===== src/include/decode_consts.svh =====
`ifndef DECODE_CONSTS_SVH
`define DECODE_CONSTS_SVH

// rv32i base opcodes, ins[6:0]
`define OPC_LUI    7'b0110111
`define OPC_AUIPC  7'b0010111
`define OPC_JAL    7'b1101111
`define OPC_JALR   7'b1100111
`define OPC_BRANCH 7'b1100011
`define OPC_LOAD   7'b0000011
`define OPC_STORE  7'b0100011
`define OPC_OPIMM  7'b0010011
`define OPC_OP     7'b0110011
`define OPC_SYSTEM 7'b1110011

// alu selector codes seen by execute
`define ALU_ADD 3'd0
`define ALU_SUB 3'd1
`define ALU_AND 3'd2
`define ALU_OR  3'd3
`define ALU_XOR 3'd4
`define ALU_SLT 3'd5
`define ALU_SLL 3'd6
`define ALU_SRL 3'd7

// branch funct3
`define F3_BEQ  3'b000
`define F3_BNE  3'b001
`define F3_BLT  3'b100
`define F3_BGE  3'b101
`define F3_BLTU 3'b110
`define F3_BGEU 3'b111

// system words, matched in full
`define INS_ECALL 32'h0000_0073
`define INS_MRET  32'h3020_0073

`define NUM_REGS 32

`endif


===== src/hw/decode_pkg.sv =====
package decode_pkg;

    ////////////////////////////////////////
    // datapath widths
    ////////////////////////////////////////

    // data word, also used for addresses
    typedef logic [31:0] word_t;

    // register index, x0..x31
    typedef logic [4:0] reg_addr_t;

    ////////////////////////////////////////
    // control field widths
    ////////////////////////////////////////

    // alu operation, codes in decode_consts.svh
    typedef logic [2:0] alu_sel_t;

    // load/store size and sign
    // same encoding as funct3 of the memory op
    typedef logic [2:0] mem_ctrl_t;

    ////////////////////////////////////////
    // trap sequencing
    ////////////////////////////////////////

    // idle   : normal execution
    // active : inside the trap handler, until mret
    typedef enum logic {
        trap_idle   = 1'b0,
        trap_active = 1'b1
    } trap_state_t;

endpackage


===== src/hw/reg_file.sv =====
`timescale 1ns/1ns
`include "decode_consts.svh"

module reg_file import decode_pkg::*; (
    input  logic      clk,
    input  logic      rst,
    input  reg_addr_t rs1,
    input  reg_addr_t rs2,
    input  reg_addr_t rd,
    input  word_t     wd,
    input  logic      we,
    output word_t     rs1_data,
    output word_t     rs2_data
);

    // architectural registers
    // entry 0 exists but only ever holds the reset value
    word_t regs [`NUM_REGS];

    ////////////////////////////////////////
    // write port, from writeback
    ////////////////////////////////////////

    always_ff @(posedge clk) begin
        if (rst) begin
            for (int i = 0; i < `NUM_REGS; i++) begin
                regs[i] <= '0;
            end
        end else if (we && (rd != '0)) begin
            regs[rd] <= wd;
        end
    end

    ////////////////////////////////////////
    // read ports with write-through
    ////////////////////////////////////////

    // x0 hardwired, then same-cycle writeback, then array
    always_comb begin
        if (rs1 == '0)
            rs1_data = '0;
        else if (we && (rd == rs1))
            rs1_data = wd;
        else
            rs1_data = regs[rs1];

        if (rs2 == '0)
            rs2_data = '0;
        else if (we && (rd == rs2))
            rs2_data = wd;
        else
            rs2_data = regs[rs2];
    end

    // x0 storage must stay zero across any writeback sequence
    a_x0_zero: assert property (@(posedge clk) disable iff (rst) regs[0] == '0)
        else $error("reg_file: x0 storage was overwritten");

endmodule


===== src/hw/imm_gen.sv =====
`timescale 1ns/1ns
`include "decode_consts.svh"

module imm_gen import decode_pkg::*; (
    input  word_t ins,
    output word_t imm
);

    logic [6:0] opcode;

    assign opcode = ins[6:0];

    ////////////////////////////////////////
    // format select by opcode
    ////////////////////////////////////////

    // sign bit is always ins[31]
    always_comb begin
        case (opcode)
            // i-type: arith imm, loads, jalr
            `OPC_OPIMM, `OPC_LOAD, `OPC_JALR: begin
                imm = {{20{ins[31]}}, ins[31:20]};
            end
            // s-type, imm split around rd field
            `OPC_STORE: begin
                imm = {{20{ins[31]}}, ins[31:25], ins[11:7]};
            end
            // b-type, halfword offset
            `OPC_BRANCH: begin
                imm = {{19{ins[31]}}, ins[31], ins[7], ins[30:25], ins[11:8], 1'b0};
            end
            // u-type
            // upper 20 bits, low 12 zero
            `OPC_LUI, `OPC_AUIPC: begin
                imm = {ins[31:12], 12'b0};
            end
            // j-type, halfword offset
            `OPC_JAL: begin
                imm = {{11{ins[31]}}, ins[31], ins[19:12], ins[20], ins[30:21], 1'b0};
            end
            // r-type, system and anything unknown
            default: begin
                imm = '0;
            end
        endcase
    end

endmodule


===== src/hw/ctrl_decode.sv =====
`timescale 1ns/1ns
`include "decode_consts.svh"

module ctrl_decode import decode_pkg::*; (
    input  word_t     ins,
    output alu_sel_t  alusel,
    output logic      alusrc,
    output logic      memread,
    output logic      memwrite,
    output logic      regwrite,
    output mem_ctrl_t mem_ctrl,
    output logic      jal,
    output logic      jalr,
    output logic      is_branch,
    output logic      lui,
    output logic      auipc,
    output logic      ecall,
    output logic      mret
);

    logic [6:0] opcode;
    logic [2:0] funct3;
    logic [6:0] funct7;

    assign opcode = ins[6:0];
    assign funct3 = ins[14:12];
    assign funct7 = ins[31:25];

    // funct3 to alu op
    // sltu folds into slt and sra into srl
    function automatic alu_sel_t f3_to_alu(input logic [2:0] f3, input logic sub);
        alu_sel_t sel;
        case (f3)
            3'b000:  sel = sub ? `ALU_SUB : `ALU_ADD;
            3'b001:  sel = `ALU_SLL;
            3'b010:  sel = `ALU_SLT;
            3'b011:  sel = `ALU_SLT;
            3'b100:  sel = `ALU_XOR;
            3'b101:  sel = `ALU_SRL;
            3'b110:  sel = `ALU_OR;
            default: sel = `ALU_AND;
        endcase
        return sel;
    endfunction

    ////////////////////////////////////////
    // main decode
    ////////////////////////////////////////

    always_comb begin
        // everything off unless the opcode enables it
        alusel    = `ALU_ADD;
        alusrc    = 1'b0;
        memread   = 1'b0;
        memwrite  = 1'b0;
        regwrite  = 1'b0;
        mem_ctrl  = '0;
        jal       = 1'b0;
        jalr      = 1'b0;
        is_branch = 1'b0;
        lui       = 1'b0;
        auipc     = 1'b0;
        case (opcode)
            `OPC_LUI:   begin regwrite = 1'b1; alusrc = 1'b1; lui = 1'b1; end
            `OPC_AUIPC: begin regwrite = 1'b1; alusrc = 1'b1; auipc = 1'b1; end
            `OPC_JAL:   begin regwrite = 1'b1; jal = 1'b1; end
            `OPC_JALR:  begin regwrite = 1'b1; jalr = 1'b1; end
            // compare happens in branch_unit, alu only sees a sub
            `OPC_BRANCH: begin is_branch = 1'b1; alusel = `ALU_SUB; end
            `OPC_LOAD: begin
                memread  = 1'b1;
                regwrite = 1'b1;
                alusrc   = 1'b1;
                mem_ctrl = funct3;
            end
            `OPC_STORE: begin
                memwrite = 1'b1;
                alusrc   = 1'b1;
                mem_ctrl = funct3;
            end
            // no subtract form for immediates
            `OPC_OPIMM: begin regwrite = 1'b1; alusrc = 1'b1; alusel = f3_to_alu(funct3, 1'b0); end
            `OPC_OP:    begin regwrite = 1'b1; alusel = f3_to_alu(funct3, funct7[5]); end
            default: ;
        endcase
    end

    // system words matched whole, other system encodings ignored
    assign ecall = (ins == `INS_ECALL);
    assign mret  = (ins == `INS_MRET);

    // one opcode never both loads and stores
    always_comb begin
        a_mem_excl: assert final (!(memread && memwrite))
            else $error("ctrl_decode: memread and memwrite both set");
    end

endmodule


===== src/hw/hazard_unit.sv =====
`timescale 1ns/1ns

module hazard_unit import decode_pkg::*; (
    input  reg_addr_t rs1,
    input  reg_addr_t rs2,
    input  logic      uses_rs2,
    input  logic      is_branch,
    input  reg_addr_t id_ex_rd,
    input  logic      id_ex_memread,
    input  logic      id_ex_regwrite,
    input  reg_addr_t ex_mem_rd,
    input  logic      ex_mem_memread,
    output logic      hz
);

    // source matches against the instruction in execute
    logic ex_hit;
    // source matches against the instruction in memory
    logic mem_hit;
    logic load_use;
    logic br_ex;
    logic br_mem;

    // x0 never creates a dependency
    assign ex_hit  = (id_ex_rd != '0) &&
                     ((id_ex_rd == rs1) || (uses_rs2 && (id_ex_rd == rs2)));
    assign mem_hit = (ex_mem_rd != '0) &&
                     ((ex_mem_rd == rs1) || (uses_rs2 && (ex_mem_rd == rs2)));

    ////////////////////////////////////////
    // stall sources
    ////////////////////////////////////////

    // load in execute, data not ready until after mem
    assign load_use = id_ex_memread && ex_hit;

    // branch/jalr resolves here
    // any result still in execute is too late
    assign br_ex = is_branch && id_ex_regwrite && ex_hit;

    // alu results in ex/mem are forwarded, loaded data is not
    assign br_mem = is_branch && ex_mem_memread && mem_hit;

    assign hz = load_use || br_ex || br_mem;

endmodule


===== src/hw/branch_unit.sv =====
`timescale 1ns/1ns
`include "decode_consts.svh"

module branch_unit import decode_pkg::*; (
    input  word_t     ins,
    input  word_t     pres_addr,
    input  word_t     imm,
    input  word_t     rs1_data,
    input  word_t     rs2_data,
    input  logic      is_branch,
    input  logic      jal,
    input  logic      jalr,
    input  reg_addr_t ex_mem_rd,
    input  logic      ex_mem_regwrite,
    input  word_t     ex_mem_alures,
    input  logic      hz,
    output logic      branch,
    output word_t     branoff
);

    reg_addr_t src1;
    reg_addr_t src2;
    word_t     op1;
    word_t     op2;
    logic      cond;
    word_t     jalr_sum;

    assign src1 = ins[19:15];
    assign src2 = ins[24:20];

    ////////////////////////////////////////
    // operand forwarding from ex/mem
    ////////////////////////////////////////

    assign op1 = (ex_mem_regwrite && (ex_mem_rd != '0) && (ex_mem_rd == src1)) ?
                 ex_mem_alures : rs1_data;
    assign op2 = (ex_mem_regwrite && (ex_mem_rd != '0) && (ex_mem_rd == src2)) ?
                 ex_mem_alures : rs2_data;

    // condition by funct3
    always_comb begin
        case (ins[14:12])
            `F3_BEQ:  cond = (op1 == op2);
            `F3_BNE:  cond = (op1 != op2);
            `F3_BLT:  cond = ($signed(op1) < $signed(op2));
            `F3_BGE:  cond = ($signed(op1) >= $signed(op2));
            `F3_BLTU: cond = (op1 < op2);
            `F3_BGEU: cond = (op1 >= op2);
            default:  cond = 1'b0;
        endcase
    end

    // redirect, never while operands are stale
    assign branch = ((is_branch && cond) || jal || jalr) && !hz;

    // jalr target drops bit 0
    assign jalr_sum = op1 + imm;
    assign branoff  = jalr ? {jalr_sum[31:1], 1'b0} : (pres_addr + imm);

endmodule


===== src/hw/trap_ctrl.sv =====
`timescale 1ns/1ns

module trap_ctrl import decode_pkg::*; (
    input  logic clk,
    input  logic rst,
    input  logic ecall,
    input  logic mret,
    input  logic hold,
    output logic trapping,
    output logic trigger_trap,
    output logic trigger_trap_ret
);

    trap_state_t state;

    // pulses last one cycle, state moves only when not held
    always_ff @(posedge clk) begin
        if (rst) begin
            state            <= trap_idle;
            trigger_trap     <= 1'b0;
            trigger_trap_ret <= 1'b0;
        end else begin
            trigger_trap     <= 1'b0;
            trigger_trap_ret <= 1'b0;
            if (!hold) begin
                case (state)
                    // enter handler
                    trap_idle: if (ecall) begin
                        state        <= trap_active;
                        trigger_trap <= 1'b1;
                    end
                    // nested ecall ignored, only mret leaves
                    trap_active: if (mret) begin
                        state            <= trap_idle;
                        trigger_trap_ret <= 1'b1;
                    end
                    default: state <= trap_idle;
                endcase
            end
        end
    end

    assign trapping = (state == trap_active);

    a_trig_excl: assert property (@(posedge clk) disable iff (rst)
        !(trigger_trap && trigger_trap_ret))
        else $error("trap_ctrl: entry and return pulses together");

endmodule


===== src/hw/decode_stage.sv =====
`timescale 1ns/1ns
`include "decode_consts.svh"

module decode_stage import decode_pkg::*; (
    input  logic      clk,
    input  logic      rst,
    input  word_t     ins,
    input  word_t     pres_addr,
    input  logic      mem_hold,
    input  reg_addr_t wb_rd,
    input  word_t     wb_res,
    input  logic      wb_regwrite,
    input  reg_addr_t ex_mem_rd,
    input  logic      ex_mem_regwrite,
    input  logic      ex_mem_memread,
    input  word_t     ex_mem_alures,
    output logic      hz,
    output logic      branch,
    output word_t     branoff,
    output word_t     id_ex_pres_addr,
    output reg_addr_t id_ex_rs1,
    output reg_addr_t id_ex_rs2,
    output reg_addr_t id_ex_rd,
    output word_t     id_ex_dout_rs1,
    output word_t     id_ex_dout_rs2,
    output word_t     id_ex_imm,
    output alu_sel_t  id_ex_alusel,
    output logic      id_ex_alusrc,
    output logic      id_ex_memread,
    output logic      id_ex_memwrite,
    output logic      id_ex_regwrite,
    output mem_ctrl_t id_ex_mem_ctrl,
    output logic      id_ex_jal,
    output logic      id_ex_lui,
    output logic      id_ex_auipc,
    output logic      trapping,
    output logic      trigger_trap,
    output logic      trigger_trap_ret
);

    word_t     rs1_data, rs2_data, imm;
    alu_sel_t  alusel;
    mem_ctrl_t mem_ctrl;
    logic      alusrc, memread, memwrite, regwrite;
    logic      jal, jalr, is_branch, lui, auipc, ecall, trap_ret;
    logic      uses_rs2, resolve_id;

    // rs2 read by r-type, stores and branches only
    assign uses_rs2   = is_branch || memwrite || (ins[6:0] == `OPC_OP);
    // these need their operands in this stage
    assign resolve_id = is_branch || jalr;

    reg_file u_reg_file (.clk(clk), .rst(rst), .rs1(ins[19:15]), .rs2(ins[24:20]),
        .rd(wb_rd), .wd(wb_res), .we(wb_regwrite),
        .rs1_data(rs1_data), .rs2_data(rs2_data));

    imm_gen u_imm_gen (.ins(ins), .imm(imm));

    ctrl_decode u_ctrl_decode (.ins(ins), .alusel(alusel), .alusrc(alusrc),
        .memread(memread), .memwrite(memwrite), .regwrite(regwrite), .mem_ctrl(mem_ctrl),
        .jal(jal), .jalr(jalr), .is_branch(is_branch), .lui(lui), .auipc(auipc),
        .ecall(ecall), .mret(trap_ret));

    hazard_unit u_hazard_unit (.rs1(ins[19:15]), .rs2(ins[24:20]), .uses_rs2(uses_rs2),
        .is_branch(resolve_id), .id_ex_rd(id_ex_rd), .id_ex_memread(id_ex_memread),
        .id_ex_regwrite(id_ex_regwrite), .ex_mem_rd(ex_mem_rd),
        .ex_mem_memread(ex_mem_memread), .hz(hz));

    branch_unit u_branch_unit (.ins(ins), .pres_addr(pres_addr), .imm(imm),
        .rs1_data(rs1_data), .rs2_data(rs2_data), .is_branch(is_branch), .jal(jal),
        .jalr(jalr), .ex_mem_rd(ex_mem_rd), .ex_mem_regwrite(ex_mem_regwrite),
        .ex_mem_alures(ex_mem_alures), .hz(hz), .branch(branch), .branoff(branoff));

    trap_ctrl u_trap_ctrl (.clk(clk), .rst(rst), .ecall(ecall), .mret(trap_ret),
        .hold(mem_hold), .trapping(trapping), .trigger_trap(trigger_trap),
        .trigger_trap_ret(trigger_trap_ret));

    ////////////////////////////////////////
    // id/ex register
    ////////////////////////////////////////

    // controls: cleared on reset, bubble on hz, frozen on mem_hold
    always_ff @(posedge clk) begin
        if (rst || (!mem_hold && hz)) begin
            {id_ex_alusrc, id_ex_memread, id_ex_memwrite} <= '0;
            {id_ex_regwrite, id_ex_jal, id_ex_lui, id_ex_auipc} <= '0;
        end else if (!mem_hold) begin
            id_ex_alusrc   <= alusrc;
            id_ex_memread  <= memread;
            id_ex_memwrite <= memwrite;
            id_ex_regwrite <= regwrite;
            // jalr also writes pc+4, execute treats both alike
            id_ex_jal      <= jal || jalr;
            id_ex_lui      <= lui;
            id_ex_auipc    <= auipc;
        end
    end

    // payload, only meaningful under valid controls
    always_ff @(posedge clk) begin
        if (!mem_hold) begin
            id_ex_pres_addr <= pres_addr;
            id_ex_rs1       <= ins[19:15];
            id_ex_rs2       <= ins[24:20];
            id_ex_rd        <= ins[11:7];
            id_ex_dout_rs1  <= rs1_data;
            id_ex_dout_rs2  <= rs2_data;
            id_ex_imm       <= imm;
            id_ex_alusel    <= alusel;
            id_ex_mem_ctrl  <= mem_ctrl;
        end
    end

endmodule


===== config.mk =====
export PLATFORM = sky130hd
export DESIGN_NAME = decode_stage
export DESIGN_NICKNAME = d
export VERILOG_FILES = /design/src/hw/decode_pkg.sv /design/src/hw/reg_file.sv /design/src/hw/imm_gen.sv /design/src/hw/ctrl_decode.sv /design/src/hw/hazard_unit.sv /design/src/hw/branch_unit.sv /design/src/hw/trap_ctrl.sv /design/src/hw/decode_stage.sv
export VERILOG_INCLUDE_DIRS = /design/src /design/src/include
export SDC_FILE = /design/constraint.sdc
export NUM_CORES = 2
export LEC_CHECK = 0
export BUFFER_PORTS_ARGS = -buffer_cell sky130_fd_sc_hd__buf_2
export CAP_MARGIN = 5
export CORE_ASPECT_RATIO = 0.9
export CORE_UTILIZATION = 55
export DETAILED_ROUTE_END_ITERATION = 10
export PLACE_DENSITY = 0.73
export SLEW_MARGIN = 10
export SYNTH_ARGS = -nofsm -noshare
export SYNTH_HDL_FRONTEND = slang
export SYNTH_SLANG_ARGS = --single-unit

===== constraint.sdc =====
create_clock -name clk -period 14.6 [get_ports clk]
set_clock_uncertainty 0.1 [all_clocks]
set_input_delay 0.73 -clock clk [delete_from_list [all_inputs] [get_ports clk]]
set_output_delay 0.73 -clock clk [all_outputs]
set_load 0.01 [all_outputs]

==> flow_summary.ini <==
[critical_path]
path_depth = 22
rr_worst_depth = 6
cp_num_buf_inv = 4
cpPeakStageDelay_ps = 850
worst_path_max_delay_cell = o41ai_1
worstSetupStartpointType = input port
cp_cell_sequence = buf_4 -> buf_4 -> nor2_1 -> nand2_4 -> buf_4 -> o221ai_1 -> a221oi_1 -> a211oi_1 -> a21oi_1 -> nor2_1 -> mux2i_1 -> ha_1 -> nand4_1 -> nor2_1 -> nand3_1 -> nor4_1 -> nand3_1 -> nor3_1 -> or4bb_1 -> nand3_1 -> o41ai_1 -> buf_2
worstPathRequired_ps = 13770
worstPathArrival_ps = 8330
crit_fanout = 35
path_class = in -> out
crit_path_end_kind = output pin
critPathTopFamily = simple AND/OR/NAND/NOR gates

[final_layout]
layout-drive-gt1-share_pct = 26.4
syn2layout_area_growth_pct = 11.1
layout_common_cells = edfxtp_1, and2_1, mux4_2, buf_2, mux2i_1
nets = 5042
fin_util_pct = 61.6
fillers = 8832
multi_input_area_um2 = 29100
mostFrequentLayoutCell = edfxtp_1
regArea_um2 = 35400

[sta]
final.min_clock_period_ps = 9160
grt_setup_unrepaired = no
fin_tns_setup_ps = 0
finalSetupViolCount = 0
fmax_mhz = 109
layout_worst_path_cycle_share_pct = 62.7
maxSlewViolCount = 0
finalHoldViolCount = 0
max-slew-margin-rel_pct = 22.2
tightestPinTransition_ps = 1160

[yosys]
synth-seq-area-share_pct = 53.8
synth-main-ff-cell = edfxtp_1
netlist_instances = 4649
ys_top_cells_by_area = edfxtp_1, mux4_2, and2_1, mux2i_1, clkbuf_1
ys_seq_elements = 1183
yosysWarnings = 0
synth_area_leader_cell = edfxtp_1
syn-cell-area_um2 = 65800
synth_top_area_share_pct = 53.5
synth-async-reset-ratio_pct = 0
synth_edf_count = 1173
synth.distinct_cells = 77
avgSynthCellArea_um2 = 14.2

[clocking]
clk_path_buf_depth = 3
clock_latency_ps = 780
clk_pin_slew_ps = 70
cts.sinks = 1183
cts_root_buffer = clkbuf_16
hold_buffers = 0
cts-resized-gates = 0
cts-buffers-inserted = 120
post_cts_buffers = 0
htree_levels = 3
cts_tree = done

[grt]
grt_pass1_wl_um = 318000
grt_max_degree = 113
met3_usage_pct = 9.80
antenna_found_initial = 17
busiest_layer = met2
grt.total_usage_pct = 37.1
met2_usage_pct = 54.9
grt_use_met1_pct = 51.3
grt_pass1_vias = 43800
grt_overflow = 0

[routing]
first_iter_violations = 7986
post_drt_wl_per_cell_um = 34.8
vias = 45700
dr.pass1.iters = 8
antenna_left = 0
drt_wl_total_um = 226000
remaining_drc_errors = 0
viasPerCell = 7.05

[job]
maxCapViolCount = 0

[power]
ir_drop_v = 0.000116
p_leak_nw = 26.2
power.density_nw_per_um2 = 116

[run_status]
status = completed

[floorplanning]
die-area_um2 = 121000
die_x_um = 367
start_util_pct = 55.4
core_area_um2 = 119000
num_io_pins = 337
die_h_um = 330
rows = 120

[hold_path]
hp-class = in -> reg
holdPathStages = 1

[placed_design]
io_buffers = 336
dp_hpwl_um = 139000
routabilityCongestion = 1.01
==> stage by stage <==
step | hold WS, ps | worst slack (ps) | area [um^2] | instances | total power, mW
2_1_floorplan | 386 | 8120 | 65900 | 4680 | 4.86
3_3_place_gp | 394 | 5850 | 69200 | 6267 | 5.33
3_5_place_dp | 404 | 5790 | 69200 | 6267 | 5.35
4_1_cts | 21.7 | 5770 | 73100 | 6488 | 8.43
5_1_grt | 34.5 | 5400 | 73100 | 6489 | 8.64
6_report | 47.4 | 5440 | 73100 | 6492 | 8.46
==> Yosys cell counts, drive strengths merged, types with 53 or more instances <==
cell	number
mux2	66
nor3	54
a211oi	106
nand2	71
mux2i	212
and2	970
buf	96
mux4	499
a21oi	121
o21ai	84
nor2	172
a21o	53
ha	93
edfxtp	1173
clkbuf	353
==> worst paths after layout <==
kind	end	slack, ps	from
max	branch	5440	ins[23]
min	id_ex_pres_addr[9]	50	pres_addr[9]
min reg2reg	id_ex_regwrite	420	id_ex_regwrite
max reg2reg	id_ex_dout_rs2[6]	11480	u_reg_file.regs[31][6]
==> per-layer routing <==
layer	part of all wire, %	up-vias
li1	-	18300
met1	36	22900
met2	44	3902
met3	15	673
met4	5.6	8
met5	0.020	-
==> flip-flops by register name (all words and copies together) (netlist names), 3 cells and up <==
signal,count
id_ex_alusel,3
id_ex_dout_rs1,32
id_ex_dout_rs2,32
id_ex_imm,32
id_ex_mem_ctrl,3
id_ex_pres_addr,32
id_ex_rd,5
id_ex_rs1,5
id_ex_rs2,5
u_reg_file.regs,1024
==> layout make-up <==
class	count	share of cell area (%)
clock buffers	141	4.26
diodes	4	0.0137
flip-flops and latches	1183	48.4
inverters	23	0.125
repair buffers	450	3.61
multi-input cells	3025	39.8
well taps	1586	2.71
clock inverters	80	1.09
==> power by group <==
group,internal (mW),switching (mW)
combinational,0.506,0.779
sequential,3.95,0.102
clock,1.74,1.40
==> worst register-to-register path: stages, from the launching register on <==
cell and delay, ps:
edfxtp_1 390, mux4_2 480, mux2_2 300, a221oi_1 760
a211oi_1 150, a21oi_1 400, nor2_1 250
==> logic make-up (layout without fill, tap and decap cells) <==
family / count (synthesis) / in the layout / share of synthesized area [%]
flip-flops: 1183 / 1183 / 53.8
adder cells (fa/ha/maj): 95 / 95 / 1.83
multiplexers: 777 / 777 / 21.4
AO/OA/AOI/OAI: 588 / 588 / 6.08
XOR/XNOR: 73 / 73 / 0.971
other: 1 / 36 / 0.00570
AND/OR/NAND/NOR: 1460 / 1460 / 12.9
buffers and inverters: 472 / 694 / 2.91
No activity file was read; power rests on OpenSTA's default activity.
